**config.mk**
```make
export PLATFORM = sky130hd
export DESIGN_NAME = op_decode_flat
export DESIGN_NICKNAME = d
export VERILOG_FILES = /design/src/common/exec_pkg.sv /design/src/common/booth_if.sv /design/src/execute/op_decode.sv /design/src/flat_wrapper.sv
export VERILOG_INCLUDE_DIRS = /design/src /design/src/common
export SDC_FILE = /design/constraint.sdc
export NUM_CORES = 1
export LEC_CHECK = 0
export ABC_AREA = 1
export BUFFER_PORTS_ARGS = -buffer_cell sky130_fd_sc_hd__buf_4
export CORE_MARGIN = 4
export CORE_UTILIZATION = 30
export DETAILED_ROUTE_END_ITERATION = 12
export MAX_ROUTING_LAYER = met4
export PLACE_DENSITY = 0.48
export SKIP_LAST_GASP = 1
export SYNTH_ARGS = -nofsm -noshare
export SYNTH_HDL_FRONTEND = slang
export SYNTH_SLANG_ARGS = --single-unit
```
**constraint.sdc**
```tcl
create_clock -name clk -period 5.95 [get_ports clk]
set_clock_uncertainty 0.05 [all_clocks]
set_input_delay 1.19 -clock clk [delete_from_list [all_inputs] [get_ports clk]]
set_output_delay 1.19 -clock clk [all_outputs]
set_load 0.1 [all_outputs]
```
**src/common/exec_params.svh**
```systemverilog
// ~~~~~~~~~~~~~~~~~~~~~~~~~~~~~~~~~~~~~~~~~~~~~~~~~~~~~~~~~~~~~~~~~~~~~
// width and depth constants for the integer execute block
// data word, register address, booth step count, accumulator
// ~~~~~~~~~~~~~~~~~~~~~~~~~~~~~~~~~~~~~~~~~~~~~~~~~~~~~~~~~~~~~~~~~~~~~
`ifndef EXEC_PARAMS_SVH
`define EXEC_PARAMS_SVH

// data word width
`define XLEN 32

// register address width, 32 architectural registers
`define REG_ADDR_W 5

// one booth step per multiplier bit
`define BOOTH_STEPS 32

// accumulator is sign bit + upper word + lower word
`define ACC_W (2 * `XLEN + 1)

`endif

```
**src/common/exec_pkg.sv**
```systemverilog
// ~~~~~~~~~~~~~~~~~~~~~~~~~~~~~~~~~~~~~~~~~~~~~~~~~~~~~~~~~~~~~~~~~~~~~
// shared types for the execute block
// major opcode and decoded alu operation enums
// ~~~~~~~~~~~~~~~~~~~~~~~~~~~~~~~~~~~~~~~~~~~~~~~~~~~~~~~~~~~~~~~~~~~~~
package exec_pkg;

  // major opcodes accepted by the decoder, everything else is dropped
  typedef enum logic [6:0] {
    OP_COMPUTE = 7'b0110011,  // register-register
    OP_IMM     = 7'b0010011   // register-immediate
  } opcode_e;

  // operation chosen from funct3 and funct7
  typedef enum logic [3:0] {
    ALU_ADD  = 4'd0,
    ALU_SUB  = 4'd1,
    ALU_SLL  = 4'd2,
    ALU_SLT  = 4'd3,
    ALU_SLTU = 4'd4,
    ALU_XOR  = 4'd5,
    ALU_SRL  = 4'd6,
    ALU_SRA  = 4'd7,
    ALU_OR   = 4'd8,
    ALU_AND  = 4'd9,
    ALU_MUL  = 4'd10  // low word of signed product, via booth pipe
  } alu_op_e;

endpackage

```
**src/common/booth_if.sv**
```systemverilog
// ~~~~~~~~~~~~~~~~~~~~~~~~~~~~~~~~~~~~~~~~~~~~~~~~~~~~~~~~~~~~~~~~~~~~~
// booth_if: contents of one booth pipeline stage
// ~~~~~~~~~~~~~~~~~~~~~~~~~~~~~~~~~~~~~~~~~~~~~~~~~~~~~~~~~~~~~~~~~~~~~
`timescale 1ns/1ps
`include "exec_params.svh"

interface booth_if;
  logic                   valid;
  logic                   is_mul;      // item uses the accumulator result
  logic [`REG_ADDR_W-1:0] rd;
  logic [`ACC_W-1:0]      acc;         // partial product, upper word + sign on top
  logic [`XLEN-1:0]       mcand;
  logic [`XLEN-1:0]       mplier;      // shifted right one bit per step
  logic                   prev_bit;    // last multiplier bit consumed
  logic [`XLEN-1:0]       alu_result;  // result of non-multiply ops

  // stage register side
  modport up (output valid, is_mul, rd, acc, mcand, mplier, prev_bit, alu_result);

  // consuming stage side
  modport down (input valid, is_mul, rd, acc, mcand, mplier, prev_bit, alu_result);
endinterface

```
**src/execute/op_decode.sv**
```systemverilog
// ~~~~~~~~~~~~~~~~~~~~~~~~~~~~~~~~~~~~~~~~~~~~~~~~~~~~~~~~~~~~~~~~~~~~~
// op_decode: instruction decode, operand select and alu
// seeds the booth accumulator for multiplies
// ~~~~~~~~~~~~~~~~~~~~~~~~~~~~~~~~~~~~~~~~~~~~~~~~~~~~~~~~~~~~~~~~~~~~~
`timescale 1ns/1ps
`include "exec_params.svh"

module op_decode (
  input  logic              clk,
  input  logic              reset,
  input  logic              in_valid,
  input  logic [`XLEN-1:0]  inst,
  input  logic [`XLEN-1:0]  rs1_data,
  input  logic [`XLEN-1:0]  rs2_data,
  booth_if.up               stage_out
);
  import exec_pkg::*;

  logic             op_ok;    // opcode is one we execute
  logic [2:0]       funct3;
  logic [6:0]       funct7;
  logic [`XLEN-1:0] op_a;
  logic [`XLEN-1:0] op_b;
  logic [4:0]       shamt;
  alu_op_e          alu_op;
  logic [`XLEN-1:0] alu_out;

  // operand selection
  always_comb
  begin
    op_ok  = 1'b0;
    funct3 = inst[14:12];
    funct7 = inst[31:25];
    op_a   = rs1_data;
    op_b   = rs2_data;
    case (inst[6:0])
      OP_COMPUTE:
      begin
        op_ok = 1'b1;
      end
      OP_IMM:
      begin
        op_ok = 1'b1;
        if (funct3 == 3'b001 || funct3 == 3'b101)
        begin
          // shift immediates, funct7 lives in the upper imm bits
          op_b = {{(`XLEN-5){1'b0}}, inst[24:20]};
        end
        else
        begin
          funct7 = 7'b0000000;  // no sub or mul for immediates
          op_b   = {{(`XLEN-12){inst[31]}}, inst[31:20]};
        end
      end
      default:
      begin
        op_ok = 1'b0;
      end
    endcase
  end

  // operation select, sub wins over mul when both bits are set
  always_comb
  begin
    case (funct3)
      3'b000:  alu_op = funct7[5] ? ALU_SUB : (funct7[0] ? ALU_MUL : ALU_ADD);
      3'b001:  alu_op = ALU_SLL;
      3'b010:  alu_op = ALU_SLT;
      3'b011:  alu_op = ALU_SLTU;
      3'b100:  alu_op = ALU_XOR;
      3'b101:  alu_op = funct7[5] ? ALU_SRA : ALU_SRL;
      3'b110:  alu_op = ALU_OR;
      default: alu_op = ALU_AND;
    endcase
  end

  assign shamt = op_b[4:0];  // only the low 5 bits shift

  always_comb
  begin
    case (alu_op)
      ALU_ADD:  alu_out = op_a + op_b;
      ALU_SUB:  alu_out = op_a - op_b;
      ALU_SLL:  alu_out = op_a << shamt;
      ALU_SLT:  alu_out = {{(`XLEN-1){1'b0}}, $signed(op_a) < $signed(op_b)};
      ALU_SLTU: alu_out = {{(`XLEN-1){1'b0}}, op_a < op_b};
      ALU_XOR:  alu_out = op_a ^ op_b;
      ALU_SRL:  alu_out = op_a >> shamt;
      ALU_SRA:  alu_out = $signed(op_a) >>> shamt;
      ALU_OR:   alu_out = op_a | op_b;
      ALU_AND:  alu_out = op_a & op_b;
      default:  alu_out = '0;  // product comes out of the booth pipe
    endcase
  end

  always_ff @(posedge clk)
  begin
    if (reset)
      stage_out.valid <= 1'b0;
    else
      stage_out.valid <= in_valid && op_ok;
  end

  // payload of stage 0
  always_ff @(posedge clk)
  begin
    stage_out.is_mul     <= (alu_op == ALU_MUL);
    stage_out.rd         <= inst[11:7];
    stage_out.acc        <= '0;
    stage_out.mcand      <= op_a;
    stage_out.mplier     <= op_b;
    stage_out.prev_bit   <= 1'b0;  // implied bit right of the lsb
    stage_out.alu_result <= alu_out;
  end

endmodule

```
**src/flat_wrapper.sv**
```systemverilog
// flat-port wrapper written by rule: the top's interface ports become plain ports
module op_decode_flat import exec_pkg::*;
  (clk, reset, in_valid, inst, rs1_data, rs2_data, stage_out_valid, stage_out_is_mul, stage_out_rd, stage_out_acc, stage_out_mcand, stage_out_mplier, stage_out_prev_bit, stage_out_alu_result);
  booth_if stage_out_i ();
  input  logic clk;
  input  logic reset;
  input  logic in_valid;
  input  logic [`XLEN-1:0] inst;
  input  logic [`XLEN-1:0] rs1_data;
  input  logic [`XLEN-1:0] rs2_data;
  output wire logic [$bits(stage_out_i.valid)-1:0] stage_out_valid;
  output wire logic [$bits(stage_out_i.is_mul)-1:0] stage_out_is_mul;
  output wire logic [$bits(stage_out_i.rd)-1:0] stage_out_rd;
  output wire logic [$bits(stage_out_i.acc)-1:0] stage_out_acc;
  output wire logic [$bits(stage_out_i.mcand)-1:0] stage_out_mcand;
  output wire logic [$bits(stage_out_i.mplier)-1:0] stage_out_mplier;
  output wire logic [$bits(stage_out_i.prev_bit)-1:0] stage_out_prev_bit;
  output wire logic [$bits(stage_out_i.alu_result)-1:0] stage_out_alu_result;
  assign stage_out_valid = stage_out_i.valid;
  assign stage_out_is_mul = stage_out_i.is_mul;
  assign stage_out_rd = stage_out_i.rd;
  assign stage_out_acc = stage_out_i.acc;
  assign stage_out_mcand = stage_out_i.mcand;
  assign stage_out_mplier = stage_out_i.mplier;
  assign stage_out_prev_bit = stage_out_i.prev_bit;
  assign stage_out_alu_result = stage_out_i.alu_result;
  op_decode u_core (.clk(clk), .reset(reset), .in_valid(in_valid), .inst(inst), .rs1_data(rs1_data), .rs2_data(rs2_data), .stage_out(stage_out_i));
endmodule
```
* Word-level counts from Yosys, hierarchy flattened
Cells that the tools add are included.
Word-level totals: flip-flop bits (word level) 103, latch bits 0, bits in writable memories 0, ROM bits 0, output and inout bits 169, memories 0
Cells by class: add/subtract/negate cells 2, multipliers 0, divide/modulo/power cells 0, order comparisons 2, equality and inequality tests 18, shift operators 3, multiplexer cells 10, bitwise gates (word level) 3, reductions and logical operators 5
Operators by type and width (number):
- $pmux 32 s10 | 1
- $lt 32x32->1 | 2
- $mux 32 | 2
- $add 32x32->32 | 1
- $and 32x32->32 | 1
- $or 32x32->32 | 1
- $shl 32x5->32 | 1
- $shr 32x5->32 | 1
- $sshr 32x5->32 | 1
- $sub 32x32->32 | 1
- $xor 32x32->32 | 1
- $pmux 4 s7 | 1
- $eq 4x3->1 const B | 4
- $eq 4x4->1 const B | 3
- $mux 6 | 2
- $eq 3x3->1 const B | 3
- $eq 4x2->1 const B | 2
- $mux 4 | 2
- $eq 7x5->1 const B | 1
- $eq 7x6->1 const B | 1
- $eq 3x2->1 const B | 2
- $eq 4x1->1 const B | 1
- $logic_not 4->1 | 1
- $eq 3x1->1 const B | 1
- 5 further kinds | 6

* Longest topological paths before layout
depth in word-level cells 9, mapped depth 25

* Worst setup path before layout
OpenSTA, ideal clock, no wires.
kind input to register, start input inst[6], end register u_core.stage_out.alu_result[29], library setup time 0.114 ns, arrival 3.842 ns, data required time 5.786 ns, setup slack 1.944 ns, stages 22, path through inv_1 -> nand2_2 -> nor2_8 -> nand2_4 -> buf_8 -> clkinv_2 -> nand2_1 -> clkbuf_1 -> o21ai_0 -> ha_1 -> clkbuf_1 -> nand2_1 -> nor3_1 -> nand4_1 -> nand3_1 -> nand2_1 -> o211ai_1 -> nand2_1 -> a21oi_1 -> nor2_1 -> nor2_1 -> nand2_1
On the way: longest elaborated chain between the ends 7
Ends and longest elaborated chain:
- start, declared | RTL line flat_wrapper.sv:8 | input logic [`XLEN-1:0] inst;
- $eq 7x5->1 (*) | RTL line op_decode.sv:36 | case (inst[6:0])
- parallel branches: the longest is 5 deep, another holds $sub 32x32->32
- $pmux 32 s10 (*) | RTL line op_decode.sv:81 | case (alu_op)
- net u_core.alu_out[29] | RTL line op_decode.sv:26 | logic [`XLEN-1:0] alu_out;
- end signal, assigned | RTL line op_decode.sv:113 | stage_out.alu_result <= alu_out;
- end, declared | RTL line booth_if.sv:18 | modport up (output valid, is_mul, rd, acc, mcand, mplier, prev_bit, alu_result);
Mark *: on every way through the listed nets, which the timed path passes. A chain may end at the register's enable or synchronous reset.

* Final worst setup path
start input inst[2], end register u_core.stage_out.alu_result[28]
The elaborated chain is that of the path after synthesis.

==> results.md <==
- Status: finished clean
- DRC: 0
- # setup viols final: 0
- Post-Route Setup TNS: 0 ns
- Initial Utilization: 30.3%
- Worst vdd ir: 182 uV
- First DRT Iteration DRCs: 1313
- I/O pins: roughly 270
- Yosys cell types: 61
- Fillers: 4641
- # rows: 74
- Final hold viol count: 0
- Pwr dens: 224 nW/um2
- CP arrival: 4.92 ns
- Slew Viols, Final: 0
- Top post-synthesis cells by area: dfxtp_1 17%, nand2_1 15%, nand3_1 14%
- Synth Area per Inst: 5.90 um2
- Antenna Nets Post-Route: 0
- Initial antenna violation count: 0
- Clock network fraction of total power: around 18%
- Internal power: 1.43 mW
- Share of total power in combinational logic: 57.5%
- DR vias: ~15000
- Worst min path class: input port to flop
- CP max FO: 36
- Die width: 211 um
- Unrepaired setup endpoints after global routing: no
- NetSw: 1.76 mW
- DP Cell Count: 2762
- Ys Warns: 0
- Sequential share of power: between 20% and 30%
- CTS root buf: clkbuf_16
- # port buffers: 196
- Multi-input logic area: slightly below 9000 um2
- Prevailing post-synth register cell: dfxtp_1
- Final net count: 2432
- Clk sink count: 103
- TritonCTS Buffers: 9
- Clock Tree Buf Depth: 2
- Vias in the first global route: 13900
- Synthesized area: ~12000 um2
- First-pass GRT wire length: roughly 91000 um
- GRT Total Usage: 28.0%
- Via density: around 5.3
- Register area: slightly above 2000 um2
- Final Total Pwr: 3.19 mW
- Antenna cells: 0
- Synth async-reset ratio: 0%
- Yosys top cell by area: dfxtp_1
- Die area: 44600 um2
- Postcts setup bufs: 0
- Grt ovf: 0
- Switch share: 55.2%
- Post-Synthesis Cells: 2098
- CP Class: input port to flop
- Layout cell share with drive strength beyond 1: between 10% and 20%
- Post-synth EDFFs: 0
- Core area: 40800 um2
- CTS tree: yes
- DRT Pass-1 Iters: 5
- Post-synthesis sequential area ratio: between 10% and 20%
- Largest net degree at the start of global routing: 66
- Post-route minimum period: 4.69 ns
- Slew of the pin with the lowest slew margin: ~0.89 ns
- Max-slew headroom: 40.3%
- Post-DP HPWL: 52400 um
- DIE HEIGHT: 211 um
- Non-filler cells, final: 2777
- Htree depth: 3
- Layout area overhead: 15.2%
- Crit. End Element: flop
- GPL Wtd Cong: 0.973
- Reg clk slew, reported paths: 0.07 ns
- Worst setup SP type: input port
- MaxCap Viol Count: 0
- Number of synthesized register bits: 103
- Hold buffer count at CTS: 0
- Post-cts sizing count: 0
- Area share of the largest cell type after synthesis: roughly 17%
- WL final: 63000 um
- Worst endpoint required time: roughly 6 ns
- WL/cell: 22.7 um
- Leak: 7.29 nW
- Achievable clock frequency: 213 MHz
- Final period utilization: around four fifths
[worst paths after layout]
path     from                                 endpoint  slack (ns)  cells past startpoint
min   inst[8]           u_core.stage_out.rd[1]$_DFF_P_        0.84                      1
max   inst[2]  u_core.stage_out.alu_result[28]$_DFF_P_        1.26                     22
[cell families (layout without fill, tap and decap cells)]
group / count (synthesis) / after routing / share of synthesized area [%]
XOR/XNOR: 6 / 6 / 0.425
flip-flops: 103 / 103 / 16.7
other: 1 / 66 / 0.0303
adder cells (fa/ha/maj): 92 / 92 / 9.36
AO/OA/AOI/OAI: 364 / 364 / 16.6
AND/OR/NAND/NOR: 1136 / 1136 / 41.6
buffers and inverters: 396 / 478 / 15.3
[placed cells by master, fill, tap and decap left out, types with 13 or more instances in the layout]
master / instances
nand2_1: 500
ha_1: 91
conb_1: 66
nor2_1: 164
dfxtp_1: 103
buf_4: 223
nand2_2: 30
o21ai_1: 34
inv_1: 227
nand4_1: 19
o21ai_0: 103
a21oi_1: 143
nor3_1: 31
nand3_1: 345
nand3_2: 13
[Yosys cell counts (10+ instances only)]
cell / instances
nand2_1: 502
nand3_1: 345
inv_1: 227
nor2_1: 166
a21oi_1: 143
dfxtp_1: 103
o21ai_0: 103
ha_1: 91
buf_4: 79
buf_2: 35
o21ai_1: 34
clkbuf_1: 32
nor3_1: 31
nand2_2: 28
nand4_1: 19
nand3_2: 13
o211ai_1: 12
o21a_1: 10
[state kept, by name (all words and copies together) (netlist names)]
| signal | flops |
|---|---|
| u_core.stage_out.valid | 1 |
| u_core.stage_out.is_mul | 1 |
| u_core.stage_out.mcand | 32 |
| u_core.stage_out.alu_result | 32 |
| u_core.stage_out.mplier | 32 |
| u_core.stage_out.rd | 5 |
[critical path, cell delays in order]
cell and delay [ns]:
buf_4 0.11, inv_1 0.05, nand2_2 0.09, nor2_8 0.17, nand2_4 0.06, buf_4 0.22
nand2_8 0.10, nand2_8 0.20, ha_1 0.40, fa_1 0.48, nand3_1 0.10, nand3_1 0.19
nand2_1 0.11, nand3_1 0.15, a21oi_1 0.37, inv_1 0.17, nand3_1 0.11, nand3_1 0.17
nor2_1 0.14, nor2_1 0.07, nor3_1 0.17, nand2_1 0.07
[metrics by stage]
step                utilization [%]  setup WS [ns]  hold slack [ns]  area [um2]
finish                         34.9           1.26            0.842       14300
detailed placement             34.3          0.892             1.25       14000
global route                   34.9          0.848            0.824       14300
floorplan                         -           1.94             1.17       12600
CTS                            34.9           1.32            0.817       14300
global placement               34.3          0.897             1.24       14000
[layer usage]
| layer | vias up | part of all wire, % | GRT usage, % |
|---|---|---|---|
| met3 | 67 | 5.9 | 4.08 |
| li1 | 7091 | - | - |
| met5 | - | 0 | - |
| met1 | 6970 | 45 | 37.6 |
| met4 | 0 | 2.6 | 7.98 |
| met2 | 539 | 46 | 44.0 |
[cell type report]
class | instances | share of cell area (%)
clock buffer | 10 | 1.61
clock inverter | 5 | 0.246
inverter | 239 | 6.30
multi-input combinational | 1664 | 60.8
sequential | 103 | 14.5
tap | 532 | 4.67
timing repair buffer | 224 | 11.9
[power groups by stage]
stage               combinational [mW]  sequential [mW]  clock [mW]
floorplan                        0.887             1.25           0
global placement                  1.82            0.788           0
detailed placement                1.82            0.788           0
CTS                               1.82            0.773       0.607
global route                      1.94            0.778       0.628
finish                            1.83            0.772       0.582
Power figures use the tool's default switching activity.
