==> src/common/exec_params.svh <==
// ~~~~~~~~~~~~~~~~~~~~~~~~~~~~~~~~~~~~~~~~~~~~~~~~~~~~~~~~~~~~~~~~~~~~~
// width and depth constants for the integer execute block
// data word, register address, booth step count, accumulator
// ~~~~~~~~~~~~~~~~~~~~~~~~~~~~~~~~~~~~~~~~~~~~~~~~~~~~~~~~~~~~~~~~~~~~~
`ifndef EXEC_PARAMS_SVH
`define EXEC_PARAMS_SVH

// data word width
`define XLEN 32

// register address width, 32 architectural registers
`define REG_ADDR_W 5

// one booth step per multiplier bit
`define BOOTH_STEPS 32

// accumulator is sign bit + upper word + lower word
`define ACC_W (2 * `XLEN + 1)

`endif

==> src/common/booth_if.sv <==
// ~~~~~~~~~~~~~~~~~~~~~~~~~~~~~~~~~~~~~~~~~~~~~~~~~~~~~~~~~~~~~~~~~~~~~
// booth_if: contents of one booth pipeline stage
// ~~~~~~~~~~~~~~~~~~~~~~~~~~~~~~~~~~~~~~~~~~~~~~~~~~~~~~~~~~~~~~~~~~~~~
`timescale 1ns/1ps
`include "exec_params.svh"

interface booth_if;
  logic                   valid;
  logic                   is_mul;      // item uses the accumulator result
  logic [`REG_ADDR_W-1:0] rd;
  logic [`ACC_W-1:0]      acc;         // partial product, upper word + sign on top
  logic [`XLEN-1:0]       mcand;
  logic [`XLEN-1:0]       mplier;      // shifted right one bit per step
  logic                   prev_bit;    // last multiplier bit consumed
  logic [`XLEN-1:0]       alu_result;  // result of non-multiply ops

  // stage register side
  modport up (output valid, is_mul, rd, acc, mcand, mplier, prev_bit, alu_result);

  // consuming stage side
  modport down (input valid, is_mul, rd, acc, mcand, mplier, prev_bit, alu_result);
endinterface

==> src/execute/result_writeback.sv <==
// ~~~~~~~~~~~~~~~~~~~~~~~~~~~~~~~~~~~~~~~~~~~~~~~~~~~~~~~~~~~~~~~~~~~~~
// result_writeback: result select, x0 rule, output register
// ~~~~~~~~~~~~~~~~~~~~~~~~~~~~~~~~~~~~~~~~~~~~~~~~~~~~~~~~~~~~~~~~~~~~~
`timescale 1ns/1ps
`include "exec_params.svh"

module result_writeback (
  input  logic                   clk,
  input  logic                   reset,
  booth_if.down                  stage_in,
  output logic                   out_valid,
  output logic [`REG_ADDR_W-1:0] out_rd,
  output logic [`XLEN-1:0]       out_data
);

  logic [`XLEN-1:0] wb_data;

  always_comb
  begin
    if (stage_in.rd == '0)
      wb_data = '0;  // x0 reads as zero
    else if (stage_in.is_mul)
      wb_data = stage_in.acc[`XLEN-1:0];  // low word of the product
    else
      wb_data = stage_in.alu_result;
  end

  always_ff @(posedge clk)
  begin
    if (reset)
      out_valid <= 1'b0;
    else
      out_valid <= stage_in.valid;
  end

  always_ff @(posedge clk)
  begin
    out_rd   <= stage_in.rd;
    out_data <= wb_data;
  end

endmodule

==> src/flat_wrapper.sv <==
// flat-port wrapper written by rule: the top's interface ports become plain ports
module result_writeback_flat 
  (clk, reset, out_valid, out_rd, out_data, stage_in_valid, stage_in_is_mul, stage_in_rd, stage_in_acc, stage_in_mcand, stage_in_mplier, stage_in_prev_bit, stage_in_alu_result);
  booth_if stage_in_i ();
  input  logic clk;
  input  logic reset;
  output logic out_valid;
  output logic [`REG_ADDR_W-1:0] out_rd;
  output logic [`XLEN-1:0] out_data;
  input wire logic [$bits(stage_in_i.valid)-1:0] stage_in_valid;
  input wire logic [$bits(stage_in_i.is_mul)-1:0] stage_in_is_mul;
  input wire logic [$bits(stage_in_i.rd)-1:0] stage_in_rd;
  input wire logic [$bits(stage_in_i.acc)-1:0] stage_in_acc;
  input wire logic [$bits(stage_in_i.mcand)-1:0] stage_in_mcand;
  input wire logic [$bits(stage_in_i.mplier)-1:0] stage_in_mplier;
  input wire logic [$bits(stage_in_i.prev_bit)-1:0] stage_in_prev_bit;
  input wire logic [$bits(stage_in_i.alu_result)-1:0] stage_in_alu_result;
  assign stage_in_i.valid = stage_in_valid;
  assign stage_in_i.is_mul = stage_in_is_mul;
  assign stage_in_i.rd = stage_in_rd;
  assign stage_in_i.acc = stage_in_acc;
  assign stage_in_i.mcand = stage_in_mcand;
  assign stage_in_i.mplier = stage_in_mplier;
  assign stage_in_i.prev_bit = stage_in_prev_bit;
  assign stage_in_i.alu_result = stage_in_alu_result;
  result_writeback u_core (.clk(clk), .reset(reset), .stage_in(stage_in_i), .out_valid(out_valid), .out_rd(out_rd), .out_data(out_data));
endmodule
==> config.mk <==
export PLATFORM = sky130hd
export DESIGN_NAME = result_writeback_flat
export DESIGN_NICKNAME = d
export VERILOG_FILES = /design/src/common/booth_if.sv /design/src/execute/result_writeback.sv /design/src/flat_wrapper.sv
export VERILOG_INCLUDE_DIRS = /design/src /design/src/common
export SDC_FILE = /design/constraint.sdc
export NUM_CORES = 1
export LEC_CHECK = 0
export ABC_AREA = 1
export BUFFER_PORTS_ARGS = -buffer_cell sky130_fd_sc_hd__clkbuf_2
export CAP_MARGIN = 5
export CORE_AREA = 2 2 81 83
export CTS_CLUSTER_DIAMETER = 80
export DETAILED_ROUTE_END_ITERATION = 8
export DIE_AREA = 0 0 83 85
export MAX_ROUTING_LAYER = met4
export PLACE_DENSITY = 0.79
export SLEW_MARGIN = 20
export SYNTH_ARGS = -nofsm -noshare
export SYNTH_HDL_FRONTEND = slang
export SYNTH_SLANG_ARGS = --single-unit
==> constraint.sdc <==
create_clock -name clk -period 0.8 [get_ports clk]
set_input_delay 0.04 -clock clk [delete_from_list [all_inputs] [get_ports clk]]
set_output_delay 0.04 -clock clk [all_outputs]
set_load 0.005 [all_outputs]
# Word level (Yosys, flattened, before mapping)
# Cells that the tools add are included.
# classes
n_eq_ne	0
n_div	0
n_reduce_logical	1
muxes	1
bitwise	0
magnitude_cmp	0
shift	0
add_sub_neg	0
mul	0
# op_table
operator	n
$mux 32	1
$logic_not 5->1	1
# word_totals
input_bits	171
mem_count	0
output_inout_bits	38
latchBits	0
mem_bits_rw	0
register_bits	38
elab_cells	5
mem_bits_ro	0

# Longest topological paths before layout
# Gate-level depths: netlist (run 1).
# depth
word_depth	1
depth_mapped	6
depth_no_buf	4

# Least setup slack after synthesis (run 1)
# OpenSTA, ideal clock, no wires.
# synth_timing
path_type	input-to-reg
startpoint	input stage_in_rd[3]
endpoint	register u_core.out_data[22]
required_time_ns	0.691
setup_time_ns	0.109
path_slack_ns	0.170
cell_stages	5
n_path_buf	1
arrival_ns	0.521
cell_sequence	nor2_1 nand3_2 buf_6 nand2_1 inv_1
# synth_between
elab_chain_len	1
# synth_rtl
element	line	rtl
start: declaration	flat_wrapper.sv:12	input wire logic [$bits(stage_in_i.rd)-1:0] stage_in_rd;
$logic_not 5->1	result_writeback.sv:20	if (stage_in.rd == '0)
end signal: assignment	result_writeback.sv:39	out_data <= wb_data;
end: declaration	result_writeback.sv:13	output logic [`XLEN-1:0] out_data
# No other way between the ends.
# A chain may end at the register's enable or synchronous reset.

# Final worst setup path (run 1)
# layout_timing
startpoint	register u_core.out_rd[2]
endpoint	output out_rd[2]
# layout_rtl
element	line	rtl
start: declaration	result_writeback.sv:12	output logic [`REG_ADDR_W-1:0] out_rd,
start signal: assignment	result_writeback.sv:38	out_rd <= stage_in.rd;
end: declaration	flat_wrapper.sv:8	output logic [`REG_ADDR_W-1:0] out_rd;
# No word-level cell between the ends.

==> impl_metrics.prom, run 1 <==
# TYPE chip_impl_metric gauge
chip_impl_info{name="outcome",value="complete, no violations"} 1
chip_impl_metric{name="routed_via_density",unit=""} 3.74
chip_impl_metric{name="layout.nets",unit=""} 503
chip_impl_metric{name="initial_core_util",unit="%"} 25.2
chip_impl_metric{name="power.leakage",unit="nW"} 1.50
chip_impl_info{name="endpoint_kind",value="output pin"} 1
chip_impl_metric{name="worst_slew_margin_rel",unit="%"} 87.9
chip_impl_metric{name="totalWireLength",unit="um"} 3470
chip_impl_metric{name="grt_overflow_total",unit=""} 0
chip_impl_metric{name="die-height",unit="um"} 85
chip_impl_info{name="synth_top_family_by_area",value="buffers and inverters"} 1
chip_impl_metric{name="cts-htree-levels",unit=""} 2
chip_impl_metric{name="clkSlewWorstSetupHoldPaths",unit="ns"} 0.08
chip_impl_metric{name="placed_area",unit="sq mm"} 0.00214
chip_impl_metric{name="drt_pre_antenna_iters",unit=""} 2
chip_impl_metric{name="maximum_clock_frequency",unit="MHz"} 1320
chip_impl_info{name="layout.cells.most_common_list",value="clkbuf_2, inv_1, nand2_1"} 1
chip_impl_metric{name="maximum_single_stage_delay_on_the_critical_path",unit="ns"} 0.32
chip_impl_metric{name="layout_fillers",unit=""} 660
chip_impl_metric{name="gp_routability_congestion",unit=""} 0.708
chip_impl_metric{name="post_synth.cell_area_avg",unit="sq um"} 7.31
chip_impl_metric{name="drt_iter0_markers",unit=""} 13
chip_impl_metric{name="tritoncts.num_buffers",unit=""} 5
chip_impl_metric{name="number_of_hold_slack_violations_in_the_final_timing_report",unit=""} 0
chip_impl_metric{name="cp.required",unit="ns"} 0.76
chip_impl_metric{name="total_power",unit="W"} 0.00435
chip_impl_metric{name="fp-row-count",unit=""} 29
chip_impl_info{name="startpoint_class",value="flip-flop"} 1
chip_impl_metric{name="synth.cell_area",unit="sq mm"} 0.00157
chip_impl_metric{name="drv_cap",unit=""} 0
chip_impl_metric{name="die_w",unit="um"} 83
chip_impl_metric{name="yosysWarningCount",unit=""} 0
chip_impl_metric{name="yosys.area_share.adder",unit="%"} 0
chip_impl_metric{name="tightestPinTransition",unit="ns"} 0.181
chip_impl_metric{name="post_synthesis_instance_total",unit=""} 214
chip_impl_info{name="worst_hold_path_type",value="input port to flip-flop"} 1
chip_impl_metric{name="post_cts.repair.setup_buffers",unit=""} 0
chip_impl_metric{name="share_of_synthesized_area_spent_on_multiplexers",unit="%"} 0
chip_impl_metric{name="dieArea",unit="sq mm"} 0.00706
chip_impl_metric{name="insertedDiodeCount",unit=""} 0
chip_impl_metric{name="worst-endpoint-arrival",unit="ns"} 0.72
chip_impl_info{name="chain_of_cells_forming_the_critical_path",value="clkbuf_2"} 1
chip_impl_info{name="critPathTopFamily",value="flip-flops"} 1
chip_impl_metric{name="grt_start_max_net_pins",unit=""} 35
chip_impl_info{name="tritoncts",value="built"} 1
chip_impl_metric{name="worst_ir_drop_vdd",unit="mV"} 0.705
chip_impl_info{name="timing.critical_path.from",value="u_core.out_rd[2]"} 1
chip_impl_metric{name="netlist-cell-type-count",unit=""} 9
chip_impl_metric{name="drt_drc_violations_left",unit=""} 0
chip_impl_metric{name="sequential_cell_area",unit="sq um"} 766
chip_impl_metric{name="core-area",unit="sq mm"} 0.00620
chip_impl_metric{name="finalCritPeriodShare",unit="%"} 94.9
chip_impl_metric{name="timing.critical_path.fanout_max",unit=""} 1
chip_impl_metric{name="syn_to_final_growth",unit="%"} 48.8
chip_impl_metric{name="track_usage",unit="%"} 11.0
chip_impl_metric{name="worst_hold_slack_after_final_layout",unit="ns"} 0.0383
chip_impl_metric{name="synth-compound-area-share",unit="%"} 11.0
chip_impl_metric{name="finalCriticalPeriod",unit="ns"} 0.759
chip_impl_metric{name="postSynthNetCount",unit=""} 385
chip_impl_metric{name="setup-tns-final",unit="ns"} 0
chip_impl_info{name="layout_commonest_cell",value="clkbuf_2"} 1
chip_impl_metric{name="detailed_place_hpwl",unit="um"} 2940
chip_impl_metric{name="drv_slew",unit=""} 0
chip_impl_metric{name="final_cell_area_excluding_filler_cells",unit="sq mm"} 0.00233
chip_impl_metric{name="synth_xor_area_share",unit="%"} 0
chip_impl_metric{name="routed_wire_length_per_instance",unit="um"} 8.47
chip_impl_metric{name="placedCellCount",unit=""} 395
chip_impl_metric{name="buffer_ports.inserted",unit=""} 110
chip_impl_metric{name="route.vias.total",unit=""} 1532
chip_impl_metric{name="ioPinCount",unit=""} 209
chip_impl_metric{name="setup_viol",unit=""} 0
chip_impl_info{name="cts-root-buf",value="clkbuf_8"} 1
chip_impl_metric{name="number_of_global_route_vias_before_repair",unit=""} 1492
chip_impl_metric{name="layout-drive-gt1-share",unit="%"} 38.7
chip_impl_metric{name="stdcell_count",unit=""} 410
chip_impl_info{name="worstSetupPathType",value="flip-flop to output pin"} 1
chip_impl_metric{name="antenna_violations_before_repair",unit=""} 0
chip_impl_metric{name="synthSimpleGateAreaFrac",unit="%"} 16.7
chip_impl_metric{name="critical_path_depth",unit=""} 1
chip_impl_metric{name="synth_sequential_area_ratio",unit="%"} 48.6
chip_impl_metric{name="cts.sinks",unit=""} 38
chip_impl_metric{name="multiInputGateArea",unit="sq um"} 433
chip_impl_metric{name="timing.critical_path.buf_inv",unit=""} 1
chip_impl_info{name="worst_path_max_delay_cell",value="dfxtp_1"} 1
chip_impl_metric{name="detail-route-antenna-nets",unit=""} 0
chip_impl_info{name="cp-endpoint",value="out_rd[2]"} 1
chip_impl_info{name="unrepaired_setup_endpoints_after_global_routing",value="no"} 1
chip_impl_metric{name="wire_length_of_the_first_global_routing_pass",unit="um"} 6170
chip_impl_metric{name="clock_tree.buffer_depth",unit=""} 2
chip_impl_metric{name="ys_ff_latch",unit=""} 38
chip_impl_metric{name="power_density",unit="mW/mm^2"} 1870
-- through the flow --
stage | util [%] | setup slack, ns
after CTS | 37.4 | 0.0182
final | 37.5 | 0.0405
after global routing | 37.5 | 0.00138
after detailed placement | 34.5 | 0.00517
after global placement | 34.5 | 0.0297
after floorplan | - | 0.170
-- area by class of cell --
cell class	instances	area share [%]
Tap cell	77	4.14
Timing Repair Buffer	121	29.0
Clock inverter	2	1.61
Clock buffer	6	3.12
Multi-Input combinational cell	100	18.6
Sequential cell	38	32.9
Inverter	66	10.6
-- worst min-delay path by stage --
stage | end | cells past startpoint | from
after floorplan | u_core.out_rd[0] | 0 | stage_in_rd[0]
after global placement | u_core.out_rd[2] | 1 | stage_in_rd[2]
after detailed placement | u_core.out_rd[2] | 1 | stage_in_rd[2]
after CTS | u_core.out_data[21] | 5 | stage_in_acc[21]
after global routing | u_core.out_data[3] | 5 | stage_in_alu_result[3]
final | u_core.out_data[30] | 5 | stage_in_alu_result[30]
-- registers in the layout (all words and copies together) (netlist names) --
| register | cells |
|---|---|
| u_core.out_data | 32 |
| u_core.out_rd | 5 |
| u_core.out_valid | 1 |
-- cells in the mapped netlist --
master	n	area, sq um
o21ai_1	29	145
nor2_1	3	11.3
buf_6	7	78.8
dfxtp_1	38	761
o21ai_2	3	26.3
nand2_1	64	240
buf_8	3	45.0
inv_1	66	248
nand3_2	1	10.0
-- report_power, final --
group	internal (W)	switching [W]
Combinational	0.000375	0.000308
Clock	0.000930	0.000651
Sequential	0.00205	0.0000402
-- timing repair --
item | CTS | global route
resized for setup | 0 | 5
setup endpoints to repair | 0 | 5
hold buffers | 7 | 0
endpoints found under the hold margin | 6 | 0
-- cell families after synthesis --
| kind of cell | count (synthesis) |
|---|---|
| AND/OR/NAND/NOR | 68 |
| flip-flops | 38 |
| buffers and inverters | 76 |
| AO/OA/AOI/OAI | 32 |
-- layer usage --
layer	share of wire [%]	wire [um]	global-route usage, %	up-vias
li1	-	-	-	836
met1	44	1510	12.3	629
met2	48	1660	18.3	63
met3	7.4	258	3.79	4
met4	1.2	40	4.02	0
met5	0	0	-	-
Power figures use the tool's default switching activity.
==> inputs of run 2 (changes only) <==
--- a/config.mk
+++ b/config.mk
@@ -13,8 +13,9 @@
 export CTS_CLUSTER_DIAMETER = 80
 export DETAILED_ROUTE_END_ITERATION = 8
 export DIE_AREA = 0 0 83 85
+export GPL_TIMING_DRIVEN = 0
 export MAX_ROUTING_LAYER = met4
-export PLACE_DENSITY = 0.79
+export PLACE_DENSITY = 0.68
 export SLEW_MARGIN = 20
 export SYNTH_ARGS = -nofsm -noshare
 export SYNTH_HDL_FRONTEND = slang
==> impl_metrics.prom, run 2 (synthesized netlist as in run 1, its figures left out) <==
# TYPE chip_impl_metric gauge
chip_impl_metric{name="stdcell_count",unit=""} 415
chip_impl_metric{name="maximum_clock_frequency",unit="MHz"} 1310
chip_impl_info{name="worst_path_max_delay_cell",value="dfxtp_2"} 1
chip_impl_metric{name="final_cell_area_excluding_filler_cells",unit="sq mm"} 0.00237
chip_impl_info{name="worst_hold_path_type",value="input port to flip-flop"} 1
chip_impl_metric{name="tightestPinTransition",unit="ns"} 0.159
chip_impl_info{name="biggestRegsByFlops",value="u_core.out_data (32), u_core.out_rd (5), u_core.out_valid (1)"} 1
chip_impl_metric{name="worst_ir_drop_vdd",unit="mV"} 0.748
chip_impl_metric{name="cts.sinks",unit=""} 38
chip_impl_info{name="worstSetupPathType",value="flip-flop to output pin"} 1
chip_impl_info{name="unrepaired_setup_endpoints_after_global_routing",value="no"} 1
chip_impl_metric{name="largest_register_ffs",unit=""} 32
chip_impl_metric{name="layout_fillers",unit=""} 652
chip_impl_metric{name="initial_core_util",unit="%"} 25.2
chip_impl_metric{name="hold_path_depth",unit=""} 5
chip_impl_info{name="endpoint_kind",value="output pin"} 1
chip_impl_metric{name="track_usage",unit="%"} 11.8
chip_impl_metric{name="die-height",unit="um"} 85
chip_impl_metric{name="totalWireLength",unit="um"} 4030
chip_impl_metric{name="drt_iter0_markers",unit=""} 25
chip_impl_metric{name="clock_tree.buffer_depth",unit=""} 2
chip_impl_metric{name="place_ws",unit="ns"} -0.0647
chip_impl_info{name="critPathTopFamily",value="flip-flops"} 1
chip_impl_metric{name="fp-row-count",unit=""} 29
chip_impl_metric{name="wire_length_of_the_first_global_routing_pass",unit="um"} 6560
chip_impl_metric{name="maximum_single_stage_delay_on_the_critical_path",unit="ns"} 0.34
chip_impl_metric{name="buffer_ports.inserted",unit=""} 109
chip_impl_metric{name="gp_routability_congestion",unit=""} 0.758
chip_impl_metric{name="dieArea",unit="sq mm"} 0.00706
chip_impl_info{name="worst_min_path_start",value="stage_in_acc[26]"} 1
chip_impl_metric{name="drv_slew",unit=""} 0
chip_impl_metric{name="setup-tns-final",unit="ns"} 0
chip_impl_metric{name="die_w",unit="um"} 83
chip_impl_metric{name="timing.critical_path.fanout_max",unit=""} 1
chip_impl_metric{name="power.leakage",unit="nW"} 1.53
chip_impl_info{name="chain_of_cells_forming_the_critical_path",value="clkbuf_2"} 1
chip_impl_metric{name="detail-route-antenna-nets",unit=""} 0
chip_impl_metric{name="insertedDiodeCount",unit=""} 0
chip_impl_metric{name="detailed_place_hpwl",unit="um"} 3230
chip_impl_metric{name="syn_to_final_growth",unit="%"} 51.5
chip_impl_metric{name="drt_drc_violations_left",unit=""} 0
chip_impl_metric{name="post_cts.repair.setup_buffers",unit=""} 0
chip_impl_metric{name="placed_area",unit="sq mm"} 0.00221
chip_impl_metric{name="antenna_violations_before_repair",unit=""} 0
chip_impl_metric{name="clkSlewWorstSetupHoldPaths",unit="ns"} 0.07
chip_impl_metric{name="layout-drive-gt1-share",unit="%"} 39.1
chip_impl_info{name="startpoint_class",value="flip-flop"} 1
chip_impl_info{name="cts-root-buf",value="clkbuf_8"} 1
chip_impl_info{name="worstHoldEndpoint",value="u_core.out_data[26]"} 1
chip_impl_metric{name="number_of_hold_slack_violations_in_the_final_timing_report",unit=""} 0
chip_impl_metric{name="grt_start_max_net_pins",unit=""} 12
chip_impl_metric{name="final_critical_path_setup_slack",unit="ns"} 0.0364
chip_impl_metric{name="grt_overflow_total",unit=""} 0
chip_impl_metric{name="power_density",unit="mW/mm^2"} 1750
chip_impl_info{name="layout_commonest_cell",value="clkbuf_2"} 1
chip_impl_metric{name="layout.nets",unit=""} 508
chip_impl_metric{name="drt_pre_antenna_iters",unit=""} 4
chip_impl_metric{name="routed_wire_length_per_instance",unit="um"} 9.72
chip_impl_metric{name="cp.required",unit="ns"} 0.76
chip_impl_metric{name="worst-endpoint-arrival",unit="ns"} 0.72
chip_impl_metric{name="worst_slew_margin_rel",unit="%"} 89.4
chip_impl_metric{name="timing.critical_path.buf_inv",unit=""} 1
chip_impl_metric{name="cts-htree-levels",unit=""} 2
chip_impl_metric{name="core-area",unit="sq mm"} 0.00620
chip_impl_metric{name="number_of_global_route_vias_before_repair",unit=""} 1462
chip_impl_metric{name="setup_viol",unit=""} 0
chip_impl_metric{name="drv_cap",unit=""} 0
chip_impl_info{name="tritoncts",value="built"} 1
chip_impl_metric{name="route.vias.total",unit=""} 1598
chip_impl_info{name="register_with_the_highest_flop_count",value="u_core.out_data"} 1
chip_impl_info{name="layout.cells.most_common_list",value="clkbuf_2, inv_1, nand2_1"} 1
chip_impl_metric{name="ioPinCount",unit=""} 209
chip_impl_metric{name="finalCriticalPeriod",unit="ns"} 0.764
chip_impl_metric{name="routed_via_density",unit=""} 3.85
chip_impl_info{name="outcome",value="complete, no violations"} 1
chip_impl_metric{name="finalCritPeriodShare",unit="%"} 95.4
chip_impl_metric{name="tritoncts.num_buffers",unit=""} 5
chip_impl_metric{name="placedCellCount",unit=""} 400
run 2: cell types whose count changed in the layout (fill, tap and decap cells not counted):
cell / before / now
buf_12: 2 / 0
buf_2: 1 / 0
buf_4: 2 / 0
buf_6: 0 / 7
buf_8: 0 / 3
bufinv_16: 1 / 0
clkbuf_8: 5 / 6
clkinv_2: 0 / 1
clkinvlp_4: 1 / 0
dfxtp_1: 34 / 36
dfxtp_2: 4 / 2
run 2: layout make-up:
| class | count | area [sq um] | area share (%) |
|---|---|---|---|
| Sequential cell | 38 | 763 | 32.2 |
| Timing Repair Buffer | 116 | 616 | 26.0 |
| Multi-Input combinational cell | 100 | 433 | 18.3 |
| Inverter | 66 | 248 | 10.4 |
| Buffer | 10 | 124 | 5.22 |
| Tap cell | 77 | 96.3 | 4.06 |
| Clock buffer | 7 | 86.3 | 3.64 |
| Clock inverter | 1 | 5.00 | 0.211 |
run 2: power breakdown:
part / internal (W) / leakage [nW] / total, W / switching, W
Clock: 0.000695 / 0.0482 / 0.00135 / 0.000653
Sequential: 0.00205 / 0.320 / 0.00208 / 0.0000383
Combinational: 0.000397 / 1.16 / 0.000727 / 0.000331
run 2: worst max-delay path by stage:
stage | start | end | slack [ns] | cells past startpoint
2_1_floorplan | stage_in_rd[3] | u_core.out_data[22] | 0.17 | 5
3_3_place_gp | stage_in_rd[3] | u_core.out_data[4] | -0.04 | 6
3_5_place_dp | stage_in_rd[3] | u_core.out_data[4] | -0.06 | 6
4_1_cts | u_core.out_rd[1] | out_rd[1] | 0.006 | 1
5_1_grt | u_core.out_rd[2] | out_rd[2] | 0.004 | 1
6_report | u_core.out_rd[0] | out_rd[0] | 0.04 | 1
run 2: metrics by stage:
stage	hold WS [ns]	total power (W)	util, %
detailed placement	0.164	0.00284	35.6
finish	0.0354	0.00416	38.2
floorplan	0.0677	0.00246	-
global route	0.0409	0.00443	38.2
CTS	0.0266	0.00425	38.2
global placement	0.161	0.00283	35.6
run 2: metal layers:
layer	part of all wire, %	track usage [%]
met5	0	-
met4	1.3	4.47
met3	7.4	3.02
met2	50	20.5
met1	41	13.1
run 2: timing repair:
| action | in CTS | in global routing |
|---|---|---|
| hold buffers | 7 | 0 |
| resized for setup | 0 | 2 |
| setup endpoints to repair | 0 | 2 |
| hold endpoints to repair | 6 | 0 |
==> inputs of run 3 (changes only) <==
--- a/config.mk
+++ b/config.mk
@@ -7,7 +7,7 @@
 export NUM_CORES = 1
 export LEC_CHECK = 0
 export ABC_AREA = 1
-export BUFFER_PORTS_ARGS = -buffer_cell sky130_fd_sc_hd__clkbuf_2
+export BUFFER_PORTS_ARGS = -buffer_cell sky130_fd_sc_hd__buf_2
 export CAP_MARGIN = 5
 export CORE_AREA = 2 2 81 83
 export CTS_CLUSTER_DIAMETER = 80
==> impl_metrics.prom, run 3 (synthesized netlist as in run 1, its figures left out) <==
# TYPE chip_impl_metric gauge
chip_impl_info{name="outcome",value="complete, no violations"} 1
chip_impl_metric{name="antenna_violations_before_repair",unit=""} 0
chip_impl_metric{name="gp_routability_congestion",unit=""} 0.746
chip_impl_metric{name="buffer_ports.inserted",unit=""} 109
chip_impl_metric{name="power.clock.fraction",unit="%"} 32.3
chip_impl_metric{name="maximum_single_stage_delay_on_the_critical_path",unit="ns"} 0.32
chip_impl_metric{name="core-area",unit="sq mm"} 0.00620
chip_impl_metric{name="fp-row-count",unit=""} 29
chip_impl_metric{name="die_w",unit="um"} 83
chip_impl_metric{name="sequential_cell_area",unit="sq um"} 762
chip_impl_metric{name="ioPinCount",unit=""} 209
chip_impl_metric{name="grt_overflow_total",unit=""} 0
chip_impl_metric{name="detailed_place_hpwl",unit="um"} 3200
chip_impl_metric{name="routed_wire_length_per_instance",unit="um"} 9.57
chip_impl_info{name="layout_commonest_cell",value="buf_2"} 1
chip_impl_metric{name="grt_start_max_net_pins",unit=""} 12
chip_impl_metric{name="worst_slew_margin_rel",unit="%"} 89.7
chip_impl_metric{name="number_of_global_route_vias_before_repair",unit=""} 1469
chip_impl_info{name="startpoint_class",value="flip-flop"} 1
chip_impl_metric{name="tritoncts.num_buffers",unit=""} 5
chip_impl_metric{name="detail-route-antenna-nets",unit=""} 0
chip_impl_metric{name="largest_register_ffs",unit=""} 32
chip_impl_metric{name="drt_drc_violations_left",unit=""} 0
chip_impl_metric{name="totalWireLength",unit="um"} 3970
chip_impl_info{name="worst_min_path_start",value="stage_in_acc[26]"} 1
chip_impl_metric{name="netSwitchingPower",unit="W"} 0.00101
chip_impl_metric{name="cts-htree-levels",unit=""} 2
chip_impl_metric{name="layout_fillers",unit=""} 650
chip_impl_info{name="unrepaired_setup_endpoints_after_global_routing",value="no"} 1
chip_impl_metric{name="maximum_clock_frequency",unit="MHz"} 1320
chip_impl_metric{name="track_usage",unit="%"} 11.5
chip_impl_metric{name="switching_share",unit="%"} 24.3
chip_impl_metric{name="finalCoreUtilization",unit="%"} 38.2
chip_impl_metric{name="drv_slew",unit=""} 0
chip_impl_metric{name="drv_cap",unit=""} 0
chip_impl_metric{name="finalCriticalPeriod",unit="ns"} 0.760
chip_impl_metric{name="worst_hold_slack_after_final_layout",unit="ns"} 0.0312
chip_impl_metric{name="finalCritPeriodShare",unit="%"} 95.0
chip_impl_info{name="worst_hold_path_type",value="input port to flip-flop"} 1
chip_impl_info{name="register_with_the_highest_flop_count",value="u_core.out_data"} 1
chip_impl_metric{name="tightestPinTransition",unit="ns"} 0.154
chip_impl_info{name="layout.cells.most_common_list",value="buf_2, inv_1, nand2_1"} 1
chip_impl_info{name="worst_path_max_delay_cell",value="dfxtp_2"} 1
chip_impl_metric{name="wire_length_of_the_first_global_routing_pass",unit="um"} 6390
chip_impl_metric{name="clkSlewWorstSetupHoldPaths",unit="ns"} 0.07
chip_impl_metric{name="cp.required",unit="ns"} 0.76
chip_impl_metric{name="layout-drive-gt1-share",unit="%"} 38.8
chip_impl_metric{name="layout.nets",unit=""} 508
chip_impl_metric{name="worst_ir_drop_vdd",unit="mV"} 0.805
chip_impl_metric{name="power.leakage",unit="nW"} 1.51
chip_impl_metric{name="timing.critical_path.buf_inv",unit=""} 1
chip_impl_metric{name="multiInputGateArea",unit="sq um"} 433
chip_impl_metric{name="placedCellCount",unit=""} 400
chip_impl_metric{name="syn_to_final_growth",unit="%"} 51.4
chip_impl_info{name="worstSetupPathType",value="flip-flop to output pin"} 1
chip_impl_metric{name="power_density",unit="mW/mm^2"} 1750
chip_impl_metric{name="worst-endpoint-arrival",unit="ns"} 0.72
chip_impl_metric{name="cellInternalPower",unit="W"} 0.00314
chip_impl_metric{name="initial_core_util",unit="%"} 25.2
chip_impl_info{name="chain_of_cells_forming_the_critical_path",value="buf_2"} 1
chip_impl_metric{name="stdcell_count",unit=""} 415
chip_impl_metric{name="placed_area",unit="sq mm"} 0.00221
chip_impl_info{name="critPathTopFamily",value="flip-flops"} 1
chip_impl_metric{name="insertedDiodeCount",unit=""} 0
chip_impl_metric{name="route.vias.total",unit=""} 1571
chip_impl_metric{name="drt_pre_antenna_iters",unit=""} 4
chip_impl_metric{name="dieArea",unit="sq mm"} 0.00706
chip_impl_info{name="endpoint_kind",value="output pin"} 1
chip_impl_metric{name="drt_iter0_markers",unit=""} 19
chip_impl_metric{name="routed_via_density",unit=""} 3.79
chip_impl_metric{name="clock_tree.buffer_depth",unit=""} 2
chip_impl_info{name="biggestRegsByFlops",value="u_core.out_data (32), u_core.out_rd (5), u_core.out_valid (1)"} 1
chip_impl_info{name="worstHoldEndpoint",value="u_core.out_data[26]"} 1
chip_impl_metric{name="power_frac_seq",unit="%"} 50.1
chip_impl_info{name="cts-root-buf",value="clkbuf_8"} 1
chip_impl_info{name="tritoncts",value="built"} 1
chip_impl_metric{name="cts.sinks",unit=""} 38
chip_impl_metric{name="number_of_hold_slack_violations_in_the_final_timing_report",unit=""} 0
chip_impl_metric{name="p_comb_share",unit="%"} 17.6
chip_impl_metric{name="die-height",unit="um"} 85
chip_impl_metric{name="setup_viol",unit=""} 0
chip_impl_metric{name="hold_path_depth",unit=""} 5
chip_impl_metric{name="timing.critical_path.fanout_max",unit=""} 1
chip_impl_metric{name="final_cell_area_excluding_filler_cells",unit="sq mm"} 0.00237
## run 3: power groups by stage
| stage | Sequential, W | Clock [W] | Combinational (W) |
|---|---|---|---|
| 6_report | 0.00208 | 0.00134 | 0.000729 |
| 5_1_grt | 0.00209 | 0.00149 | 0.000826 |
| 4_1_cts | 0.00208 | 0.00142 | 0.000742 |
| 3_5_place_dp | 0.00212 | 0 | 0.000716 |
| 3_3_place_gp | 0.00212 | 0 | 0.000701 |
| 2_1_floorplan | 0.00215 | 0 | 0.000309 |
## run 3: cell type report
class | instances | area share (%)
plain buffers | 10 | 5.23
well taps | 77 | 4.07
inverters | 66 | 10.5
multi-input cells | 100 | 18.3
clock buffers | 7 | 3.64
repair buffers | 116 | 26.0
clock inverters | 1 | 0.211
flip-flops and latches | 38 | 32.2
## run 3: how the worst max path moves through the flow
stage / startpoint / end / slack [ns] / depth (start not counted)
3_3_place_gp: stage_in_rd[3] / u_core.out_data[4] / -0.05 / 6
2_1_floorplan: stage_in_rd[3] / u_core.out_data[22] / 0.17 / 5
5_1_grt: u_core.out_rd[1] / out_rd[1] / 0.008 / 1
3_5_place_dp: stage_in_rd[3] / u_core.out_data[27] / -0.08 / 6
6_report: u_core.out_rd[1] / out_rd[1] / 0.04 / 1
4_1_cts: u_core.out_rd[1] / out_rd[1] / 0.02 / 1
## run 3: what timing repair did
item	in CTS	in global routing
endpoints found under the hold margin	6	0
hold buffers	7	0
endpoints found under the setup margin	0	1
setup buffers	0	0
resized for setup	0	1
## run 3: metrics by stage
step	total power, W	setup TNS [ns]	worst slack, ns
4_1_cts	0.00424	0	0.0193
3_5_place_dp	0.00284	-1.97	-0.0805
5_1_grt	0.00441	0	0.00801
6_report	0.00414	0	0.0399
2_1_floorplan	0.00246	0	0.170
3_3_place_gp	0.00282	-1.15	-0.0502
## run 3: layer usage
layer	wire (um)	part of all wire (%)	global-route usage (%)
met1	1660	42	12.9
met2	1970	50	19.9
met3	275	6.9	2.63
met4	69	1.7	4.47
met5	0	0	-
